<file path="src/hdl/risk_params.svh">
// widths and table size shared by the risk gate packages and ledgers
// include in any file that sizes a client table or a payload field

`ifndef RISK_PARAMS_SVH
`define RISK_PARAMS_SVH

// client id width, one ledger entry per id
`define RISK_CLIENT_W 5

// ledger depth, must equal 2**RISK_CLIENT_W
`define RISK_NUM_CLIENTS 32

// order amounts, limits and accumulated totals
`define RISK_AMOUNT_W 32

// exchange cancel amounts and cancelled totals
`define RISK_CANCEL_W 16

`endif

</file>
<file path="src/hdl/order_pkg.sv">
// request and response types of the risk gate
// used by decode, execute, result and the top level through scoped names

`include "risk_params.svh"

package order_pkg;

  // payload field types
  typedef logic [`RISK_CLIENT_W-1:0] client_t;
  typedef logic [`RISK_AMOUNT_W-1:0] amount_t;
  typedef logic [`RISK_CANCEL_W-1:0] cancel_t;

  // decoded request kind
  typedef enum logic
  {
    OP_SET_LIMIT = 1'b0,
    OP_NEW_ORDER = 1'b1
  } opcode_e;

  // response kind returned to the cpu
  typedef enum logic [1:0]
  {
    V_LIMIT_SET = 2'd0,
    V_ACCEPTED  = 2'd1,
    V_REJECTED  = 2'd2
  } verdict_e;

endpackage

</file>
<file path="src/hdl/engine_pkg.sv">
// state encoding of the execute stage
// referenced by risk_execute through scoped names

package engine_pkg;

  // one request walks idle, read, check, commit
  typedef enum logic [1:0]
  {
    // waiting for a decoded item
    S_IDLE   = 2'd0,
    // ledger address presented, entries captured
    S_READ   = 2'd1,
    // exposure compared with limit
    S_CHECK  = 2'd2,
    // ledger written, verdict offered
    S_COMMIT = 2'd3
  } exec_state_e;

endpackage

</file>
<file path="src/hdl/order_decode.sv">
// first stage of the risk gate, takes cpu requests into a one-entry register
// the set-limit flag is turned into an opcode for the execute stage

module order_decode
(
  input  logic                   clk,
  input  logic                   rst_n,
  input  logic                   req_valid,
  input  order_pkg::client_t     req_client,
  input  order_pkg::amount_t     req_amount,
  input  logic                   req_new_limit,
  input  logic                   dec_ready,
  output logic                   req_ready,
  output logic                   dec_valid,
  output order_pkg::opcode_e     dec_op,
  output order_pkg::client_t     dec_client,
  output order_pkg::amount_t     dec_amount
);

  // space when empty or when the held item leaves this cycle
  assign req_ready = !dec_valid || dec_ready;

  // occupancy flag
  always_ff @(posedge clk)
  begin
    if (!rst_n)
    begin
      dec_valid <= 1'b0;
    end
    else if (req_valid && req_ready)
    begin
      dec_valid <= 1'b1;
    end
    else if (dec_ready)
    begin
      dec_valid <= 1'b0;
    end
  end

  // payload, loaded only on the request handshake
  always_ff @(posedge clk)
  begin
    if (req_valid && req_ready)
    begin
      dec_op     <= req_new_limit ? order_pkg::OP_SET_LIMIT : order_pkg::OP_NEW_ORDER;
      dec_client <= req_client;
      dec_amount <= req_amount;
    end
  end

  // held item must not change while execute is busy
  a_dec_stable: assert property (
    @(posedge clk) disable iff (!rst_n)
    (dec_valid && !dec_ready) |=> (dec_valid && $stable(dec_op) && $stable(dec_amount))
  );

endmodule

</file>
<file path="src/hdl/client_ledger.sv">
// per-client limit and accumulated-total table beside the execute stage
// combinational read port, single commit write port driven by execute

`include "risk_params.svh"

module client_ledger
(
  input  logic                   clk,
  input  logic                   rst_n,
  input  order_pkg::client_t     rd_client,
  input  logic                   wr_en,
  input  order_pkg::client_t     wr_client,
  input  order_pkg::amount_t     wr_limit,
  input  order_pkg::amount_t     wr_accum,
  output order_pkg::amount_t     rd_limit,
  output order_pkg::amount_t     rd_accum
);

  // trading limit per client
  order_pkg::amount_t limit_q [`RISK_NUM_CLIENTS];
  // running total of accepted orders per client
  order_pkg::amount_t accum_q [`RISK_NUM_CLIENTS];

  // both fields written together, execute keeps the untouched one as read
  always_ff @(posedge clk)
  begin
    if (!rst_n)
    begin
      for (int i = 0; i < `RISK_NUM_CLIENTS; i++)
      begin
        limit_q[i] <= '0;
        accum_q[i] <= '0;
      end
    end
    else if (wr_en)
    begin
      limit_q[wr_client] <= wr_limit;
      accum_q[wr_client] <= wr_accum;
    end
  end

  // read straight from the registers
  // a write lands on the edge, so it shows up the cycle after
  assign rd_limit = limit_q[rd_client];
  assign rd_accum = accum_q[rd_client];

endmodule

</file>
<file path="src/hdl/cancel_ledger.sv">
// per-client totals of exchange cancels, saturating at all ones
// written directly by the exchange feed, read combinationally by execute

`include "risk_params.svh"

module cancel_ledger
(
  input  logic                   clk,
  input  logic                   rst_n,
  input  logic                   cancel_valid,
  input  order_pkg::client_t     cancel_client,
  input  order_pkg::cancel_t     cancel_amount,
  input  order_pkg::client_t     rd_client,
  output order_pkg::cancel_t     rd_cancelled
);

  // cancelled total per client
  order_pkg::cancel_t total_q [`RISK_NUM_CLIENTS];

  // one extra bit to catch the carry out
  logic [`RISK_CANCEL_W:0] sum;

  assign sum = {1'b0, total_q[cancel_client]} + {1'b0, cancel_amount};

  always_ff @(posedge clk)
  begin
    if (!rst_n)
    begin
      for (int i = 0; i < `RISK_NUM_CLIENTS; i++)
      begin
        total_q[i] <= '0;
      end
    end
    else if (cancel_valid)
    begin
      // clamp on carry
      total_q[cancel_client] <= sum[`RISK_CANCEL_W] ? '1 : sum[`RISK_CANCEL_W-1:0];
    end
  end

  // no bypass, a same-cycle cancel is not seen by the read
  assign rd_cancelled = total_q[rd_client];

  // totals only grow between resets
  for (genvar g = 0; g < `RISK_NUM_CLIENTS; g++)
  begin : g_mono
    a_total_monotonic: assert property (
      @(posedge clk) disable iff (!rst_n)
      1'b1 |=> (total_q[g] >= $past(total_q[g]))
    );
  end

endmodule

</file>
<file path="src/hdl/risk_execute.sv">
// execute stage of the risk gate
// reads both ledgers, runs the risk check and commits the outcome
// one item at a time through idle, read, check and commit

module risk_execute
(
  input  logic                   clk,
  input  logic                   rst_n,
  input  logic                   dec_valid,
  input  order_pkg::opcode_e     dec_op,
  input  order_pkg::client_t     dec_client,
  input  order_pkg::amount_t     dec_amount,
  input  order_pkg::amount_t     rd_limit,
  input  order_pkg::amount_t     rd_accum,
  input  order_pkg::cancel_t     rd_cancelled,
  input  logic                   exe_ready,
  output logic                   dec_ready,
  output order_pkg::client_t     rd_client,
  output logic                   wr_en,
  output order_pkg::client_t     wr_client,
  output order_pkg::amount_t     wr_limit,
  output order_pkg::amount_t     wr_accum,
  output logic                   exe_valid,
  output order_pkg::client_t     exe_client,
  output order_pkg::verdict_e    exe_verdict
);

  // two guard bits so the sum of two amounts plus a sign never wraps
  localparam int EXP_W = $bits(order_pkg::amount_t) + 2;

  engine_pkg::exec_state_e state;

  // item taken from decode
  order_pkg::opcode_e  item_op;
  order_pkg::client_t  item_client;
  order_pkg::amount_t  item_amount;

  // ledger entries captured in S_READ
  order_pkg::amount_t  limit_q;
  order_pkg::amount_t  accum_q;
  order_pkg::cancel_t  cancel_q;

  // commit already issued for this item
  logic                wr_done;

  logic signed [EXP_W-1:0] exposure;
  logic signed [EXP_W-1:0] limit_wide;
  logic                    over_limit;

  // accumulated plus amount minus cancelled can go negative
  assign exposure = $signed({2'b00, accum_q}) + $signed({2'b00, item_amount})
                  - $signed({{(EXP_W - $bits(order_pkg::cancel_t)){1'b0}}, cancel_q});
  assign limit_wide = $signed({2'b00, limit_q});

  // set-less-than check where limit < exposure breaks the limit
  assign over_limit = limit_wide < exposure;

  assign dec_ready = (state == engine_pkg::S_IDLE);
  assign rd_client = item_client;
  assign wr_client = item_client;
  assign exe_client = item_client;

  // single write on the first commit cycle even while result stalls
  assign wr_en = (state == engine_pkg::S_COMMIT) && !wr_done;

  // control
  always_ff @(posedge clk)
  begin
    if (!rst_n)
    begin
      state     <= engine_pkg::S_IDLE;
      exe_valid <= 1'b0;
      wr_done   <= 1'b0;
    end
    else
    begin
      case (state)
        engine_pkg::S_IDLE:
        begin
          if (dec_valid)
          begin
            state <= engine_pkg::S_READ;
          end
        end
        engine_pkg::S_READ:
        begin
          state <= engine_pkg::S_CHECK;
        end
        engine_pkg::S_CHECK:
        begin
          state     <= engine_pkg::S_COMMIT;
          exe_valid <= 1'b1;
        end
        default:
        begin
          if (exe_ready)
          begin
            state     <= engine_pkg::S_IDLE;
            exe_valid <= 1'b0;
            wr_done   <= 1'b0;
          end
          else
          begin
            wr_done <= 1'b1;
          end
        end
      endcase
    end
  end

  // datapath registers
  always_ff @(posedge clk)
  begin
    if (state == engine_pkg::S_IDLE && dec_valid)
    begin
      item_op     <= dec_op;
      item_client <= dec_client;
      item_amount <= dec_amount;
    end
    if (state == engine_pkg::S_READ)
    begin
      limit_q  <= rd_limit;
      accum_q  <= rd_accum;
      cancel_q <= rd_cancelled;
    end
    if (state == engine_pkg::S_CHECK)
    begin
      if (item_op == order_pkg::OP_SET_LIMIT)
      begin
        // new limit with the total kept
        exe_verdict <= order_pkg::V_LIMIT_SET;
        wr_limit    <= item_amount;
        wr_accum    <= accum_q;
      end
      else if (over_limit)
      begin
        // rewrite the same entry
        exe_verdict <= order_pkg::V_REJECTED;
        wr_limit    <= limit_q;
        wr_accum    <= accum_q;
      end
      else
      begin
        exe_verdict <= order_pkg::V_ACCEPTED;
        wr_limit    <= limit_q;
        wr_accum    <= accum_q + item_amount;
      end
    end
  end

  // no second write pulse for the same item
  a_wr_once: assert property (
    @(posedge clk) disable iff (!rst_n)
    wr_en |=> !wr_en
  );

  // offer only while committing
  a_valid_in_commit: assert property (
    @(posedge clk) disable iff (!rst_n)
    exe_valid |-> (state == engine_pkg::S_COMMIT)
  );

endmodule

</file>
<file path="src/hdl/order_result.sv">
// last stage, holds one response until the cpu side takes it
// frees its slot in the same cycle as the consumer handshake

module order_result
(
  input  logic                   clk,
  input  logic                   rst_n,
  input  logic                   exe_valid,
  input  order_pkg::client_t     exe_client,
  input  order_pkg::verdict_e    exe_verdict,
  input  logic                   resp_ready,
  output logic                   exe_ready,
  output logic                   resp_valid,
  output order_pkg::client_t     resp_client,
  output order_pkg::verdict_e    resp_verdict
);

  // space when empty or draining
  assign exe_ready = !resp_valid || resp_ready;

  always_ff @(posedge clk)
  begin
    if (!rst_n)
    begin
      resp_valid <= 1'b0;
    end
    else if (exe_valid && exe_ready)
    begin
      resp_valid <= 1'b1;
    end
    else if (resp_ready)
    begin
      resp_valid <= 1'b0;
    end
  end

  // response payload
  always_ff @(posedge clk)
  begin
    if (exe_valid && exe_ready)
    begin
      resp_client  <= exe_client;
      resp_verdict <= exe_verdict;
    end
  end

  // stalled response stays put
  a_resp_stable: assert property (
    @(posedge clk) disable iff (!rst_n)
    (resp_valid && !resp_ready) |=>
      (resp_valid && $stable(resp_client) && $stable(resp_verdict))
  );

endmodule

</file>
<file path="src/hdl/risk_gate_top.sv">
// pre-trade risk gate, cpu requests in, verdicts out, exchange cancels on the side
// decode, execute and result in a row with both ledgers beside execute

module risk_gate_top
(
  input  logic                   clk,
  input  logic                   rst_n,
  input  logic                   req_valid,
  output logic                   req_ready,
  input  order_pkg::client_t     req_client,
  input  order_pkg::amount_t     req_amount,
  input  logic                   req_new_limit,
  input  logic                   cancel_valid,
  input  order_pkg::client_t     cancel_client,
  input  order_pkg::cancel_t     cancel_amount,
  output logic                   resp_valid,
  input  logic                   resp_ready,
  output order_pkg::client_t     resp_client,
  output order_pkg::verdict_e    resp_verdict
);

  // decode to execute
  logic                dec_valid;
  logic                dec_ready;
  order_pkg::opcode_e  dec_op;
  order_pkg::client_t  dec_client;
  order_pkg::amount_t  dec_amount;

  // ledger ports
  order_pkg::client_t  rd_client;
  order_pkg::amount_t  rd_limit;
  order_pkg::amount_t  rd_accum;
  order_pkg::cancel_t  rd_cancelled;
  logic                wr_en;
  order_pkg::client_t  wr_client;
  order_pkg::amount_t  wr_limit;
  order_pkg::amount_t  wr_accum;

  // execute to result
  logic                exe_valid;
  logic                exe_ready;
  order_pkg::client_t  exe_client;
  order_pkg::verdict_e exe_verdict;

  order_decode u_decode
  (
    .clk(clk), .rst_n(rst_n),
    .req_valid(req_valid), .req_client(req_client), .req_amount(req_amount),
    .req_new_limit(req_new_limit), .dec_ready(dec_ready), .req_ready(req_ready),
    .dec_valid(dec_valid), .dec_op(dec_op), .dec_client(dec_client),
    .dec_amount(dec_amount)
  );

  risk_execute u_execute
  (
    .clk(clk), .rst_n(rst_n),
    .dec_valid(dec_valid), .dec_op(dec_op), .dec_client(dec_client),
    .dec_amount(dec_amount), .rd_limit(rd_limit), .rd_accum(rd_accum),
    .rd_cancelled(rd_cancelled), .exe_ready(exe_ready), .dec_ready(dec_ready),
    .rd_client(rd_client), .wr_en(wr_en), .wr_client(wr_client),
    .wr_limit(wr_limit), .wr_accum(wr_accum), .exe_valid(exe_valid),
    .exe_client(exe_client), .exe_verdict(exe_verdict)
  );

  client_ledger u_client_ledger
  (
    .clk(clk), .rst_n(rst_n),
    .rd_client(rd_client), .wr_en(wr_en), .wr_client(wr_client),
    .wr_limit(wr_limit), .wr_accum(wr_accum),
    .rd_limit(rd_limit), .rd_accum(rd_accum)
  );

  // exchange feed writes this one directly
  cancel_ledger u_cancel_ledger
  (
    .clk(clk), .rst_n(rst_n),
    .cancel_valid(cancel_valid), .cancel_client(cancel_client),
    .cancel_amount(cancel_amount), .rd_client(rd_client),
    .rd_cancelled(rd_cancelled)
  );

  order_result u_result
  (
    .clk(clk), .rst_n(rst_n),
    .exe_valid(exe_valid), .exe_client(exe_client), .exe_verdict(exe_verdict),
    .resp_ready(resp_ready), .exe_ready(exe_ready), .resp_valid(resp_valid),
    .resp_client(resp_client), .resp_verdict(resp_verdict)
  );

endmodule

</file>
<file path="config.mk">
export PLATFORM = sky130hd
export DESIGN_NAME = risk_gate_top
export DESIGN_NICKNAME = d
export VERILOG_FILES = /design/src/hdl/order_pkg.sv /design/src/hdl/engine_pkg.sv /design/src/hdl/order_decode.sv /design/src/hdl/client_ledger.sv /design/src/hdl/cancel_ledger.sv /design/src/hdl/risk_execute.sv /design/src/hdl/order_result.sv /design/src/hdl/risk_gate_top.sv
export VERILOG_INCLUDE_DIRS = /design/src /design/src/hdl
export SDC_FILE = /design/constraint.sdc
export NUM_CORES = 2
export LEC_CHECK = 0
export BUFFER_PORTS_ARGS = -buffer_cell sky130_fd_sc_hd__buf_4
export CORE_ASPECT_RATIO = 1.1
export CORE_UTILIZATION = 58
export CTS_CLUSTER_DIAMETER = 200
export CTS_CLUSTER_SIZE = 12
export DETAILED_ROUTE_END_ITERATION = 8
export GPL_TIMING_DRIVEN = 0
export PLACE_DENSITY_LB_ADDON = 0.05
export SLEW_MARGIN = 20
export SYNTH_ARGS = -nofsm -noshare
export SYNTH_HDL_FRONTEND = slang
export SYNTH_SLANG_ARGS = --single-unit
</file>
<file path="constraint.sdc">
create_clock -name clk -period 7.05 [get_ports clk]
set_clock_uncertainty 0.05 [all_clocks]
set_input_delay 1.0575 -clock clk [delete_from_list [all_inputs] [get_ports clk]]
set_output_delay 1.0575 -clock clk [all_outputs]
set_load 0.01 [all_outputs]
</file>
# Word-level counts from Yosys, hierarchy flattened
# Memories as Yosys holds them, arrays and structs flattened. A register that Yosys moved wholly into a read port is not among the register bits.
# Index checks and enable logic that the tools add are counted.
[op_classes]
n_addsub = 4
order_cmp = 1
n_eq_ne = 4
muxes = 32
n_bitwise = 1
reduce_logical = 21
[op_table]
columns = ["op", "n"]
rows = [
  ["2-to-1 mux 32 bit", 5],
  ["OR reduction 32 bit", 2],
  ["less-than comparator 33 x 34 -> 1 bit", 1],
  ["subtractor 34 x 17 -> 34 bit", 1],
  ["adder 32 x 32 -> 33 bit", 1],
  ["adder 32 bit", 1],
  ["2-to-1 mux 16 bit", 2],
  ["adder 16 x 16 -> 17 bit", 1],
  ["2-to-1 mux 1 bit", 17],
  ["OR reduction 16 bit", 1],
  ["2-to-1 mux 5 bit", 3],
  ["2-to-1 mux 2 bit", 3],
  ["one-hot mux 2 bit (3 select lines)", 1],
  ["nonzero test 2 bit", 3],
  ["equality test 2 bit (second input constant)", 2],
  ["logical AND 1 bit", 4],
  ["AND reduction 2 bit", 2],
  ["nonzero test 4 bit", 1],
  ["zero test 1 bit", 3],
  ["OR reduction 3 bit", 1],
  ["equality test 2 x 1 -> 1 bit (second input constant)", 1],
  ["zero test 2 bit", 1],
  ["logical OR 1 bit", 2],
  ["!= test 2 bit (second input constant)", 1],
  ["other kinds (3)", 3],
]
[totals]
regBits = 155
mem_bits_rw = 2560
in_bits = 64
output_inout_bits = 9
wordCells = 82
mem_count = 3
[memory_table]
columns = ["memory", "words", "width", "read_ports", "rd_ports_with_merged_regs", "wr", "line", "rtl"]
rows = [
  ["u_client_ledger.accum_q", 32, 32, 1, 1, 32, "client_ledger.sv:22", "order_pkg::amount_t accum_q [`RISK_NUM_CLIENTS];"],
  ["u_client_ledger.limit_q", 32, 32, 1, 1, 32, "client_ledger.sv:20", "order_pkg::amount_t limit_q [`RISK_NUM_CLIENTS];"],
  ["u_cancel_ledger.total_q", 32, 16, 2, 1, 32, "cancel_ledger.sv:18", "order_pkg::cancel_t total_q [`RISK_NUM_CLIENTS];"],
]

# Logic depth before layout (Yosys ltp)
[depth]
word_depth = 7
ltp_mapped = 31
ltp_nobuf = 30

# Modules after synthesis
# A second synthesis with hierarchy kept.
[hier_totals]
cells_unflattened = 8570
hier_area_um2 = 130716.6
[by_module_without_submodules]
columns = ["mod", "instances", "cells_each", "area_per_inst_um2", "seq_area_each_um2"]
rows = [
  ["client_ledger", 1, 5727, 91247.5, 61499.0],
  ["cancel_ledger", 1, 1789, 26616.8, 15374.7],
  ["risk_execute", 1, 998, 11382.2, 5605.4],
  ["order_decode", 1, 44, 1202.4, 1161.1],
  ["order_result", 1, 12, 267.8, 230.2],
]

# Least setup slack after synthesis
# No wires, ideal clock.
[synth_timing]
path_type = "input port to flip-flop"
start = "in rst_n"
end = "mem u_client_ledger.accum_q[0][0] (netlist bit), enable pin"
setup_time_ns = 0.574
arrival_time_ns = 6.835
t_required_ns = 6.426
setup_slack_ns = -0.409
cell_stages = 7
path_buffers = 3
cell_sequence = "clkbuf_1 > nand2_1 > or2_2 > or3_1 > clkbuf_1 > clkbuf_1 > o21ai_0"
[synth_lines]
columns = ["item", "line", "rtl"]
rows = [
  ["start: declaration", "risk_gate_top.sv:7", "input logic rst_n,"],
  ["end: declaration", "client_ledger.sv:22", ""],
]

# Worst setup path in the final report
[layout_timing]
start = "reg u_execute.item_amount[0]"
end = "reg u_execute.wr_accum[18] (data pin)"
[layout_between]
elab_chain_cells = 5
elab_cells_between_ends = 6
classes_between = "3 x add/sub; 1 x order compare; 2 x mux"
[layout_lines]
columns = ["item", "line", "rtl"]
rows = [
  ["start: declaration", "risk_execute.sv:36", "order_pkg::amount_t item_amount;"],
  ["start signal: assignment", "risk_execute.sv:118", "item_amount <= dec_amount;"],
  ["adder 32 x 32 -> 33 bit", "risk_execute.sv:51", "assign exposure = $signed({2'b00, accum_q}) + $signed({2'b00, item_amount})"],
  ["subtractor 34 x 17 -> 34 bit", "risk_execute.sv:52", "- $signed({{(EXP_W - $bits(order_pkg::cancel_t)){1'b0}}, cancel_q});"],
  ["less-than comparator 33 x 34 -> 1 bit", "risk_execute.sv:56", "assign over_limit = limit_wide < exposure;"],
  ["2-to-1 mux 32 bit *", "risk_execute.sv:135", "else if (over_limit)"],
  ["2-to-1 mux 32 bit *", "risk_execute.sv:128", "if (item_op == order_pkg::OP_SET_LIMIT)"],
  ["end signal: assignment", "risk_execute.sv:133", "wr_accum <= accum_q;"],
  ["end signal: assignment", "risk_execute.sv:140", "wr_accum <= accum_q;"],
  ["end signal: assignment", "risk_execute.sv:146", "wr_accum <= accum_q + item_amount;"],
  ["end: declaration", "risk_execute.sv:22", "output order_pkg::amount_t wr_accum,"],
]
# Mark *: on every way between the ends. The rest lies on a longest branch, timed or not.
# A chain may end at the register's enable or synchronous reset.

==> impl_metrics.yaml <==
finish:
  layout.cells.non_filler: 11900
  synthToLayoutAreaGrowth_pct: 15.3
  filler_cell_count: 15000
  layout_cell_share_with_drive_strength_beyond_1_pct: 20.9
  area.sequential_um2: 83900
  fin_nets: 9081
  final_area_um2: 148000
  multi_input_area_um2: 42800
detailed_routing:
  ant_nets: 0
  number_of_remaining_drc_errors: 7
  total_via_count_in_the_routed_design: 85300
  drtPass1Iterations: 9
  detail_routed_net_length_per_standard_cell_um: 42.7
  detail_route.iter0.violations: 14600
  drt-total-wl_um: 509000
  number_of_vias_per_cell: 7.15
timing:
  timing.final.crit_period_ns: 7.14
  finalHoldViolations: 0
  slew_viol_final: 0
  max_clock_freq_mhz: 140
  min_period_over_period_pct: 101
  maxSlewHeadroom_pct: 9.23
  grt_setup_unrepaired: "true"
  worst_slew_pin_slew_ns: 1.36
  timing.final.ws_setup_ns: -0.0887
  setup_violations: 18
critical_path:
  critical_path.top_delay_family: "compound AO/OA/AOI/OAI gates"
  worstPathMaxFanout: 6
  r2r-start: "u_execute.item_amount[0]"
  critPathSlowestCell: "sky130_fd_sc_hd__edfxtp_1"
  r2r_slack_ns: -0.09
  critical_path_required_ns: 7.69
  crit_type: "register to register"
  critical_path.reg2reg.endpoint: "u_execute.wr_accum[18]"
  arrival_ns: 7.78
  worst_setup_path_start_kind: "register"
  worst_setup_path_end_kind: "register"
  max_stage_delay_ns: 0.52
  r2r.worst_path.cells: 30
  worst-path-buf-inv: 5
synth:
  synth_commonest_cells: "sky130_fd_sc_hd__edfxtp_1, sky130_fd_sc_hd__and2_1, sky130_fd_sc_hd__mux4_2"
  number_of_unique_standard_cell_types_used_by_synthesis: 76
  synthTopCellsByArea: "sky130_fd_sc_hd__edfxtp_1, sky130_fd_sc_hd__mux4_2, sky130_fd_sc_hd__and2_1"
  yosys_warnings: 0
  synth_top_flop_cell: "sky130_fd_sc_hd__edfxtp_1"
  synth-edff-count: 2789
  yosysSeqAreaShare_pct: 65.2
  synth.cell_area_um2: 129000
  synth.most_common_cell: "sky130_fd_sc_hd__edfxtp_1"
  synth_top_cell_area_share_pct: 65.1
  syn_nets: 8442
  post_synth_inst_count: 8276
  synth_top_area_cell: "sky130_fd_sc_hd__edfxtp_1"
  post_synthesis_area_per_instance_um2: 15.5
  ys_seq_elements: 2795
  postSynth.asyncResetShare_pct: 0
floorplanning:
  io_pins: 73
  die_w_um: 451
  die_h_um: 496
  floorplan.rows: 180
  design.die.area_um2: 224000
  floorplan.core_area_um2: 220000
  effective_utilization_at_floorplan_pct: 58.6
grt:
  pin_count_of_the_biggest_net_entering_global_routing: 48
  grt_util_met2_pct: 67.1
  grtUsageMet1_pct: 54.6
  grt.total_usage_pct: 45.7
  antenna_found_initial: 64
  first_global_vias: 82000
  grt_first_pass_wirelength_um: 679000
  met3_usage_pct: 17.3
  grt_busiest_layer: "met2"
  globalRoute.totalOverflow: 0
placed_design:
  dpl_cell_area_um2: 140000
  gpl.final_weighted_congestion: 0.992
  place_inst: 11500
  hpwl_um: 364000
  number_of_buffer_cells_added_on_primary_ports: 70
clock_tree:
  cts-htree-levels: 5
  ctsRootBufferMaster: "sky130_fd_sc_hd__clkbuf_16"
  tritoncts: "yes"
  clkSlewWorstSetupHoldPaths_ns: 0.06
  numCtsBuffers: 282
  clock_tree.buffer_depth: 4
  clock_insertion_delay_worst_skew_ns: 1.00
  clock_sinks: 2795
  cts_hold_repair.buffers: 0
run_status:
  outcome: "finished with violations"
  violations: "design-rule violations, negative setup slack"
hold_path:
  worstHoldStart: "req_amount[13]"
  worst_hold_path.endpoint: "u_decode.dec_amount[13]"
  whs_path_depth: 1
  holdCritPathClass: "input port to register"
pwr:
  p_switching_w: 0.0102
  power.share.switching_pct: 26.7
  clockPowerShare_pct: 34.9
  seq_power_share_pct: 50.3
  cellLeakagePower_nw: 53.2
  ir_drop_worst_case_vdd_mv: 0.321
  intPower_w: 0.0280
  power.share.combinational_pct: 14.8
  power_density_nw_per_um2: 258
job:
  max_cap_viol_count: 0
-- logic make-up (layout without fill, tap and decap cells) --
group / Yosys count / after routing / share of synthesized area [%]
flops: 2795 / 2795 / 65.2
xor+xnor: 57 / 57 / 0.388
other cells: 0 / 87 / 0
fa+ha+maj: 102 / 102 / 1.01
mux: 830 / 830 / 14.1
compound gates: 648 / 648 / 3.60
buf+inv: 811 / 1466 / 2.40
simple gates: 3033 / 3033 / 13.3
-- registers in the layout (all words and copies together) (netlist names), 2 cells and up --
signal                   count
u_execute.limit_q           32
u_execute.wr_limit          32
u_execute.exe_client         5
u_execute.accum_q           32
u_execute.state              2
u_client_ledger.limit_q   1024
u_client_ledger.accum_q   1024
u_execute.cancel_q          16
u_decode.dec_amount         32
u_execute.wr_accum          32
u_result.resp_client         5
u_cancel_ledger.total_q    512
u_execute.exe_verdict        2
u_execute.item_amount       32
u_result.resp_verdict        2
u_decode.dec_client          5
-- power groups by stage --
| stage | Sequential [W] | Combinational, W | Clock (W) |
|---|---|---|---|
| floorplan | 0.0195 | 0.00272 | 0 |
| CTS | 0.0192 | 0.00538 | 0.0132 |
| detailed placement | 0.0196 | 0.00517 | 0 |
| finish | 0.0193 | 0.00568 | 0.0133 |
| global placement | 0.0198 | 0.00471 | 0 |
| global route | 0.0193 | 0.00577 | 0.0138 |
-- placed cells by master, fill, tap and decap left out, drive strengths merged, types with 6 or more instances in the layout --
master	netlist	final
a211oi	9	9
a21o	32	32
a21oi	61	61
a22oi	381	381
a31oi	9	9
and2	2063	2063
and3	12	12
and4	7	7
buf	97	452
clkbuf	665	957
dfxtp	6	6
diode	0	87
edfxtp	2789	2789
ha	99	99
inv	49	51
mux2	56	56
mux2i	6	6
mux4	768	768
nand2	132	132
nand2b	14	14
nand3	19	19
nand4	102	102
nor2	608	608
nor2b	9	9
nor3	19	19
nor3b	9	9
nor4	8	8
o211ai	9	9
o21a	11	11
o21ai	78	78
o21bai	7	7
o31ai	6	6
or2	7	7
or3	10	10
xnor2	36	36
xor2	21	21
-- worst register-to-register path, delay by kind of cell (launching register included) --
family / cells / cell delay [ns]
muxes: 1 / 0.41
adders and majority gates: 4 / 1.34
DFF: 1 / 0.52
xor gates and xnor gates: 2 / 0.50
AOI/OAI and AO/OA: 11 / 2.01
and+or+nand+nor: 7 / 1.36
buffers and inverters: 5 / 0.67
-- through the flow --
stage,setup TNS (ns),power [W],util (%),setup slack [ns],hold slack (ns)
floorplan,-300.97,0.0222,-,-0.409,0.350
global placement,-,0.0245,60.5,-8.55,0.353
detailed placement,-725.08,0.0248,63.7,-2.29,0.355
CTS,-0.391,0.0379,67.3,-0.0380,0.182
global route,-4.65,0.0388,67.4,-0.245,0.195
finish,-0.768,0.0383,67.5,-0.0887,0.203
-- how the worst max path moves through the flow --
| stage | start | to | slack [ns] | cells after the start |
|---|---|---|---|---|
| 6_report | u_execute.item_amount[0] | u_execute.wr_accum[18] | -0.09 | 30 |
| 5_1_grt | u_execute.item_amount[0] | u_execute.wr_accum[19] | -0.25 | 33 |
| 3_5_place_dp | u_execute.item_amount[0] | u_execute.wr_accum[20] | -2.29 | 30 |
| 4_1_cts | u_execute.item_amount[0] | u_execute.wr_accum[18] | -0.04 | 30 |
| 3_3_place_gp | rst_n | u_client_ledger.limit_q[12][20] | -8.55 | 7 |
| 2_1_floorplan | rst_n | u_client_ledger.accum_q[0][0] | -0.41 | 7 |
-- routing by layer --
metal	up-vias	part of all wire (%)
met1	43300	32
met3	2051	14
met2	7472	44
met5	-	0.070
li1	32500	-
met4	40	9.4
-- area by class of cell --
class / count / area share [%]
timing repair buffer: 355 / 4.76
antenna: 87 / 0.147
buffer: 762 / 2.17
clock buffer: 293 / 4.84
multi-input combinational: 4670 / 28.9
sequential: 2795 / 56.6
inverter: 49 / 0.124
clock inverter: 7 / 0.0667
tap: 2912 / 2.46
-- timing repair --
| action | in CTS | in global routing |
|---|---|---|
| endpoints found under the setup margin | 511 | 441 |
| resized for setup | 85 | 68 |
| pin swaps | 20 | 15 |
| setup buffers | 25 | 12 |
| cloned | 1 | 0 |
(Power assumes the default switching activity.)
